File: src/verilog/trigger_pkg.sv
package trigger_pkg;

	localparam int word_width = 8; // bits per serialized word
	localparam int pickoff = 2; // self-triggered spacing, 2^(pickoff+1) words per pair
	localparam int ready_delay_bits = 6; // ready after 2^6 clocks
	localparam int sync_stages = 3; // flops on the async trigger

	// trigger pattern, emitted as a/b pairs
	localparam logic [word_width-1:0] pattern_first_a  = 8'hff;
	localparam logic [word_width-1:0] pattern_first_b  = 8'hff;
	localparam logic [word_width-1:0] pattern_second_a = 8'hf3;
	localparam logic [word_width-1:0] pattern_second_b = 8'h99;
	localparam logic [word_width-1:0] pattern_third_a  = 8'h80;
	localparam logic [word_width-1:0] pattern_third_b  = 8'h01;
	localparam logic [word_width-1:0] pattern_fourth_a = 8'hcc;
	localparam logic [word_width-1:0] pattern_fourth_b = 8'haa;

	// burst FSM, each state names the word currently on the output
	typedef enum logic [3:0] {
		burst_idle,
		burst_first_a,
		burst_first_b,
		burst_second_a,
		burst_second_b,
		burst_third_a,
		burst_third_b,
		burst_fourth_a,
		burst_fourth_b
	} burst_state_t;

endpackage

File: src/verilog/pattern_sequencer.sv
`timescale 1ns/1ps

module pattern_sequencer (
	input  logic clock,
	input  logic reset1,
	input  logic ready,
	input  logic word_strobe,
	input  logic trigger_pulse,
	input  logic self_triggered,
	output logic [trigger_pkg::word_width-1:0] word,
	output logic sync_marker
);
	import trigger_pkg::*;

	logic [pickoff+2:0] word_count; // one full self-triggered cycle
	logic [1:0] pair_select;
	logic pattern_slot; // counter sits on a pattern pair
	logic trigger_pending;
	burst_state_t state;

	assign pair_select = word_count[pickoff+2:pickoff+1];
	assign pattern_slot = (word_count[pickoff:1] == '0);

	always_ff @(posedge clock) begin
		if (reset1) begin
			word <= '0;
			sync_marker <= 1'b0;
			word_count <= '0;
			trigger_pending <= 1'b0;
			state <= burst_idle;
		end else begin
			// only take a trigger while nothing is queued or running
			if (ready && !self_triggered && trigger_pulse
					&& state == burst_idle && !trigger_pending) begin
				trigger_pending <= 1'b1;
			end

			if (ready && word_strobe) begin
				word_count <= word_count + 1'b1;
				if (self_triggered) begin
					state <= burst_idle; // abandon any burst
					trigger_pending <= 1'b0;
					word <= '0; // gap between pairs
					if (pattern_slot) begin
						case (pair_select)
							2'd0: begin
								sync_marker <= 1'b1;
								word <= word_count[0] ? pattern_first_b : pattern_first_a;
							end
							2'd1: begin
								sync_marker <= 1'b0;
								word <= word_count[0] ? pattern_second_b : pattern_second_a;
							end
							2'd2: word <= word_count[0] ? pattern_third_b : pattern_third_a;
							default: word <= word_count[0] ? pattern_fourth_b : pattern_fourth_a;
						endcase
					end
				end else begin
					sync_marker <= 1'b0; // high for first_a only
					case (state)
						burst_idle: begin
							word <= '0;
							if (trigger_pending) begin
								trigger_pending <= 1'b0;
								sync_marker <= 1'b1;
								word <= pattern_first_a;
								state <= burst_first_a;
							end
						end
						burst_first_a: begin
							word <= pattern_first_b;
							state <= burst_first_b;
						end
						burst_first_b: begin
							word <= pattern_second_a;
							state <= burst_second_a;
						end
						burst_second_a: begin
							word <= pattern_second_b;
							state <= burst_second_b;
						end
						burst_second_b: begin
							word <= pattern_third_a;
							state <= burst_third_a;
						end
						burst_third_a: begin
							word <= pattern_third_b;
							state <= burst_third_b;
						end
						burst_third_b: begin
							word <= pattern_fourth_a;
							state <= burst_fourth_a;
						end
						burst_fourth_a: begin
							word <= pattern_fourth_b;
							state <= burst_fourth_b;
						end
						default: begin
							word <= '0; // burst done
							state <= burst_idle;
						end
					endcase
				end
			end
		end
	end

	// a burst may only start on a word boundary
	burst_start_on_strobe: assert property (
		@(posedge clock) disable iff (reset1)
		(state == burst_idle && !word_strobe) |=> state == burst_idle
	) else $error("burst left idle without a word strobe");

endmodule

File: src/verilog/reset_sequencer.sv
`timescale 1ns/1ps

module reset_sequencer (
	input  logic clock,
	input  logic reset1,
	output logic ready
);
	import trigger_pkg::*;

	// top bit doubles as the ready flag
	logic [ready_delay_bits:0] delay_count;

	always_ff @(posedge clock) begin
		if (reset1) begin
			delay_count <= '0;
		end else if (!delay_count[ready_delay_bits]) begin
			delay_count <= delay_count + 1'b1; // stops once top bit is set
		end
	end

	assign ready = delay_count[ready_delay_bits];

	// once up, ready only drops through reset1
	ready_holds: assert property (
		@(posedge clock) $fell(ready) |-> $past(reset1)
	) else $error("ready fell without reset1");

endmodule

File: src/verilog/trigger_edge_detect.sv
`timescale 1ns/1ps

module trigger_edge_detect (
	input  logic clock,
	input  logic reset1,
	input  logic trigger_in,
	output logic trigger_pulse
);
	import trigger_pkg::*;

	logic [sync_stages-1:0] sync_chain; // metastability chain
	logic trigger_history; // previous synchronized sample

	always_ff @(posedge clock) begin
		if (reset1) begin
			sync_chain <= '0;
			trigger_history <= 1'b0;
			trigger_pulse <= 1'b0;
		end else begin
			sync_chain <= {sync_chain[sync_stages-2:0], trigger_in};
			trigger_history <= sync_chain[sync_stages-1];
			// rising pattern 0 -> 1 in the last two samples
			trigger_pulse <= sync_chain[sync_stages-1] & ~trigger_history;
		end
	end

	// a held-high trigger must not give a stretched pulse
	pulse_single: assert property (
		@(posedge clock) disable iff (reset1)
		trigger_pulse |=> !trigger_pulse
	) else $error("trigger_pulse high two clocks in a row");

endmodule

File: src/verilog/trigger_serdes_top.sv
`timescale 1ns/1ps

module trigger_serdes_top (
	input  logic clock,
	input  logic reset1,
	input  logic trigger_in, // async
	input  logic self_triggered,
	output logic serial_out,
	output logic frame_out,
	output logic sync_out,
	output logic [trigger_pkg::word_width-1:0] leds
);
	import trigger_pkg::*;

	logic ready;
	logic trigger_pulse;
	logic word_strobe;
	logic [word_width-1:0] word;
	logic sync_marker;

	reset_sequencer u_reset_sequencer (
		.clock (clock),
		.reset1(reset1),
		.ready (ready)
	);

	trigger_edge_detect u_trigger_edge_detect (
		.clock        (clock),
		.reset1       (reset1),
		.trigger_in   (trigger_in),
		.trigger_pulse(trigger_pulse)
	);

	pattern_sequencer u_pattern_sequencer (
		.clock         (clock),
		.reset1        (reset1),
		.ready         (ready),
		.word_strobe   (word_strobe),
		.trigger_pulse (trigger_pulse),
		.self_triggered(self_triggered),
		.word          (word),
		.sync_marker   (sync_marker)
	);

	word_serializer u_word_serializer (
		.clock      (clock),
		.reset1     (reset1),
		.ready      (ready),
		.word       (word),
		.word_strobe(word_strobe),
		.serial_out (serial_out),
		.frame_out  (frame_out)
	);

	assign sync_out = sync_marker;
	assign leds = word; // current word on the LED byte

endmodule

File: src/verilog/word_serializer.sv
`timescale 1ns/1ps

module word_serializer (
	input  logic clock,
	input  logic reset1,
	input  logic ready,
	input  logic [trigger_pkg::word_width-1:0] word,
	output logic word_strobe,
	output logic serial_out,
	output logic frame_out
);
	import trigger_pkg::*;

	logic [2:0] bit_count; // position within the 8-bit word
	logic load; // take the word updated on the last strobe
	logic [word_width-1:0] shift_reg;

	// strobe at slot 0, the sequencer updates word on that edge
	assign word_strobe = ready && (bit_count == 3'd0);
	assign load = ready && (bit_count == 3'd1);

	always_ff @(posedge clock) begin
		if (reset1) begin
			bit_count <= '0;
		end else if (ready) begin
			bit_count <= bit_count + 1'b1; // wraps every 8 clocks
		end
	end

	always_ff @(posedge clock) begin
		if (reset1) begin
			shift_reg <= '0;
			frame_out <= 1'b0;
		end else begin
			frame_out <= load; // marks the MSB cycle
			if (load) begin
				shift_reg <= word;
			end else begin
				shift_reg <= {shift_reg[word_width-2:0], 1'b0}; // MSB first
			end
		end
	end

	assign serial_out = shift_reg[word_width-1];

	// frames recur with an exact 8-cycle spacing
	frame_period: assert property (
		@(posedge clock) disable iff (reset1 || !ready)
		frame_out |=> !frame_out [*7] ##1 frame_out
	) else $error("frame_out period is not 8 cycles");

endmodule
File: config.mk
export PLATFORM = sky130hd
export DESIGN_NAME = trigger_serdes_top
export DESIGN_NICKNAME = d
export VERILOG_FILES = /design/src/verilog/trigger_pkg.sv /design/src/verilog/pattern_sequencer.sv /design/src/verilog/reset_sequencer.sv /design/src/verilog/trigger_edge_detect.sv /design/src/verilog/trigger_serdes_top.sv /design/src/verilog/word_serializer.sv
export SDC_FILE = /design/constraint.sdc
export NUM_CORES = 1
export LEC_CHECK = 0
export BUFFER_PORTS_ARGS = -buffer_cell sky130_fd_sc_hd__buf_2
export CORE_UTILIZATION = 55
export DETAILED_ROUTE_END_ITERATION = 16
export HOLD_SLACK_MARGIN = 0.02
export PLACE_DENSITY_LB_ADDON = 0.2
export RECOVER_POWER = 50
export SKIP_LAST_GASP = 1
export SLEW_MARGIN = 0
export SYNTH_ARGS = -nofsm -noshare
export SYNTH_HDL_FRONTEND = slang
export SYNTH_SLANG_ARGS = --single-unit
File: constraint.sdc
create_clock -name clock -period 1.9 [get_ports clock]
set_input_delay 0.095 -clock clock [delete_from_list [all_inputs] [get_ports clock]]
set_output_delay 0.095 -clock clock [all_outputs]
set_load 0.005 [all_outputs]
==> results.py <==
metrics = {
    "global_routing": {
        "total_congestion_overflow_after_global_routing": 0,
        "global_route_wire_length_before_repair_um": 5970,
        "grt_pass1_vias": 1408,
        "grt_start_max_net_pins": 33,
        "grt_antenna_before_repair": 0,
        "global_route.usage.total_pct": 22.4,
    },
    "critical_path": {
        "r2r-start": "u_word_serializer.bit_count[0]",
        "path_max_fanout": 8,
        "worst-endpoint-arrival_ns": 1.86,
        "timing.critical_path.to_type": "flop",
        "rr_worst_depth": 5,
        "timing.critical_path.from": "u_word_serializer.bit_count[0]",
        "critical_path.endpoint": "u_pattern_sequencer.word[3]",
        "worst_ep_required_time_ns": 2.14,
        "timing.reg2reg.setup_slack_ns": 0.28,
        "critical_path.startpoint_type": "flop",
        "timing.setup.critical_path_class": "flop to flop",
        "critical_path.reg2reg.endpoint": "u_pattern_sequencer.word[3]",
    },
    "logic_synthesis": {
        "postSynthRegisterBits": 42,
        "avg_cell_area_syn_um2": 8.59,
        "ys_dominant_reg_cell": "sky130_fd_sc_hd__dfxtp_1",
        "synth-edff-count": 0,
        "nets_in_the_synthesized_netlist": 224,
        "synth_top_area_share_pct": 45.5,
        "synth.distinct_cells": 43,
        "main_area_contributors_after_synthesis": "sky130_fd_sc_hd__dfxtp_1, sky130_fd_sc_hd__a21oi_1, sky130_fd_sc_hd__nor2_1",
        "synthCells": 215,
        "synth-seq-area-share_pct": 45.5,
        "synth-async-reset-ratio_pct": 0,
        "synthDominantAreaCellType": "sky130_fd_sc_hd__dfxtp_1",
        "warning_count_from_the_yosys_run": 0,
        "synth.cell_area_um2": 1850,
    },
    "route": {
        "totalWireLength_um": 3490,
        "detail_route.iter0.violations": 67,
        "antenna_violating_nets_post_route": 0,
        "dr.pass1.iters": 4,
        "drc_errors": 0,
        "dr_total_vias": 1490,
        "post_drt_wl_per_cell_um": 12.8,
        "routed_via_density": 5.48,
    },
    "cells_and_area": {
        "antenna_cells": 0,
        "most-common-layout-cells": "sky130_fd_sc_hd__dfxtp_1, sky130_fd_sc_hd__nor2_1, sky130_fd_sc_hd__nand2_1",
        "largest_reg_flops": 8,
        "post_route_cells_drive_above_1_share_pct": 9.65,
        "layout.cells.most_common": "sky130_fd_sc_hd__dfxtp_1",
        "stdcell_area_um2": 2000,
        "layout.nets": 236,
        "area_growth_pct": 8.06,
    },
    "clock_tree": {
        "clock_tree.buffer_depth": 2,
        "cts_max_level": 2,
        "cts_tree": "done",
        "numCtsBuffers": 5,
        "cts.sink_count": 42,
        "worstSkewPairLatency_ns": 0.36,
        "clockRootBuffer": "sky130_fd_sc_hd__clkbuf_4",
        "clkTransAtPathRegs_ns": 0.13,
        "cts_repair_resize_count": 0,
    },
    "die": {
        "chipHeight_um": 59.9,
        "fp.dieArea_um2": 3590,
        "ports": 15,
        "chipWidth_um": 59.9,
        "floorplan.initialDensity_pct": 59.0,
        "core_um2": 3130,
        "rows": 20,
    },
    "timing": {
        "max_freq_mhz": 616,
        "period_share_pct": 85.4,
        "finalSetupViolations": 0,
        "setup_repair_after_global_routing_missed_its_margin": "no",
        "final.min_clock_period_ns": 1.62,
        "skew_ns": 0.0161,
        "tightest_slew_ns": 0.563,
        "timing_hold_violations_final": 0,
        "worst_slew_margin_rel_pct": 61.5,
        "drv_slew": 0,
        "fin_tns_setup_ns": 0,
    },
    "job": {
        "drv_cap": 0,
    },
    "power_and_ir_drop": {
        "worst_ir_drop_vdd_mv": 0.407,
        "total_power_mw": 1.38,
        "total_leakage_power_nw": 0.737,
        "power_per_standard_cell_area_nw_per_um2": 694,
    },
    "outcome": {
        "run_status": "complete, no violations",
    },
    "place": {
        "dpl-instance-area_um2": 1940,
        "place.port_buffers": 14,
        "detailedPlacementHpwl_um": 2470,
        "place_congestion": 0.800,
    },
    "worst_hold_path": {
        "worstHoldStart": "self_triggered",
        "worstHoldPathType": "input pin to flop",
    },
}
## through the flow
step	util [%]	hold slack (ns)	worst slack, ns	cells
3_5_place_dp	62.2	0.307	0.304	263
6_report	63.8	0.143	0.277	272
2_1_floorplan	-	0.174	0.511	215
3_3_place_gp	62.2	0.313	0.418	263
5_1_grt	63.8	0.157	0.151	272
4_1_cts	64.2	0.136	0.288	272
## how the worst min path moves through the flow
stage	endpoint	slack (ns)	cells past startpoint
final	u_pattern_sequencer.sync_marker	0.14	3
after global routing	u_pattern_sequencer.sync_marker	0.16	3
after CTS	u_pattern_sequencer.sync_marker	0.14	3
after detailed placement	u_trigger_edge_detect.sync_chain[0]	0.31	2
after global placement	u_trigger_edge_detect.sync_chain[0]	0.31	2
after floorplan	u_trigger_edge_detect.trigger_history	0.17	1
## timing repair
| item | CTS | global route |
|---|---|---|
| hold endpoints to repair | 1 | 0 |
| setup buffers | 0 | 0 |
| hold buffers | 1 | 0 |
## worst max-delay path: stages, from the launching register on
cell                        delay [ns]
sky130_fd_sc_hd__dfxtp_1          0.37
sky130_fd_sc_hd__inv_1            0.07
sky130_fd_sc_hd__ha_1             0.16
sky130_fd_sc_hd__nand3b_1         0.23
sky130_fd_sc_hd__a2111oi_0        0.58
sky130_fd_sc_hd__nor3_2           0.09
## final cells by class
class	instances	area, µm²
inverter	3	11.3
multi-input combinational	154	922
timing repair buffer	21	111
clock buffer	6	41.3
sequential	42	841
clock inverter	2	13.8
fill	285	1130
tap	44	55.1
## cell usage after synthesis, types with 3 or more instances
| library cell | number |
|---|---|
| sky130_fd_sc_hd__clkbuf_1 | 7 |
| sky130_fd_sc_hd__nor2_1 | 28 |
| sky130_fd_sc_hd__nand3b_1 | 3 |
| sky130_fd_sc_hd__nor2b_1 | 8 |
| sky130_fd_sc_hd__or3_1 | 3 |
| sky130_fd_sc_hd__a2111oi_0 | 3 |
| sky130_fd_sc_hd__nand2b_1 | 3 |
| sky130_fd_sc_hd__o21ai_0 | 3 |
| sky130_fd_sc_hd__inv_1 | 3 |
| sky130_fd_sc_hd__xnor2_1 | 4 |
| sky130_fd_sc_hd__buf_2 | 6 |
| sky130_fd_sc_hd__nand2_1 | 24 |
| sky130_fd_sc_hd__ha_1 | 5 |
| sky130_fd_sc_hd__xor2_1 | 7 |
| sky130_fd_sc_hd__dfxtp_1 | 42 |
| sky130_fd_sc_hd__o21bai_1 | 3 |
| sky130_fd_sc_hd__a21oi_1 | 22 |
| sky130_fd_sc_hd__nor3_1 | 9 |
## power by group
group	internal, mW	total (mW)	switching (mW)
sequential	0.889	0.895	0.00595
combinational	0.0193	0.0500	0.0307
clock	0.146	0.440	0.294
## cells by family after synthesis
family                     synth area share, %
xor gates and xnor gates                  5.22
DFF                                       45.5
AOI/OAI and AO/OA                         14.1
adders and majority gates                 3.39
muxes                                     1.08
buffers and inverters                     4.54
and+or+nand+nor                           26.2
## routing by layer
metal	GRT usage, %	share of wire, %	up-vias
li1	-	-	757
met1	26.1	44	698
met2	38.9	50	28
met3	4.98	3.9	7
met4	9.97	1.9	0
met5	0	0	-
Power figures use the tool's default switching activity.
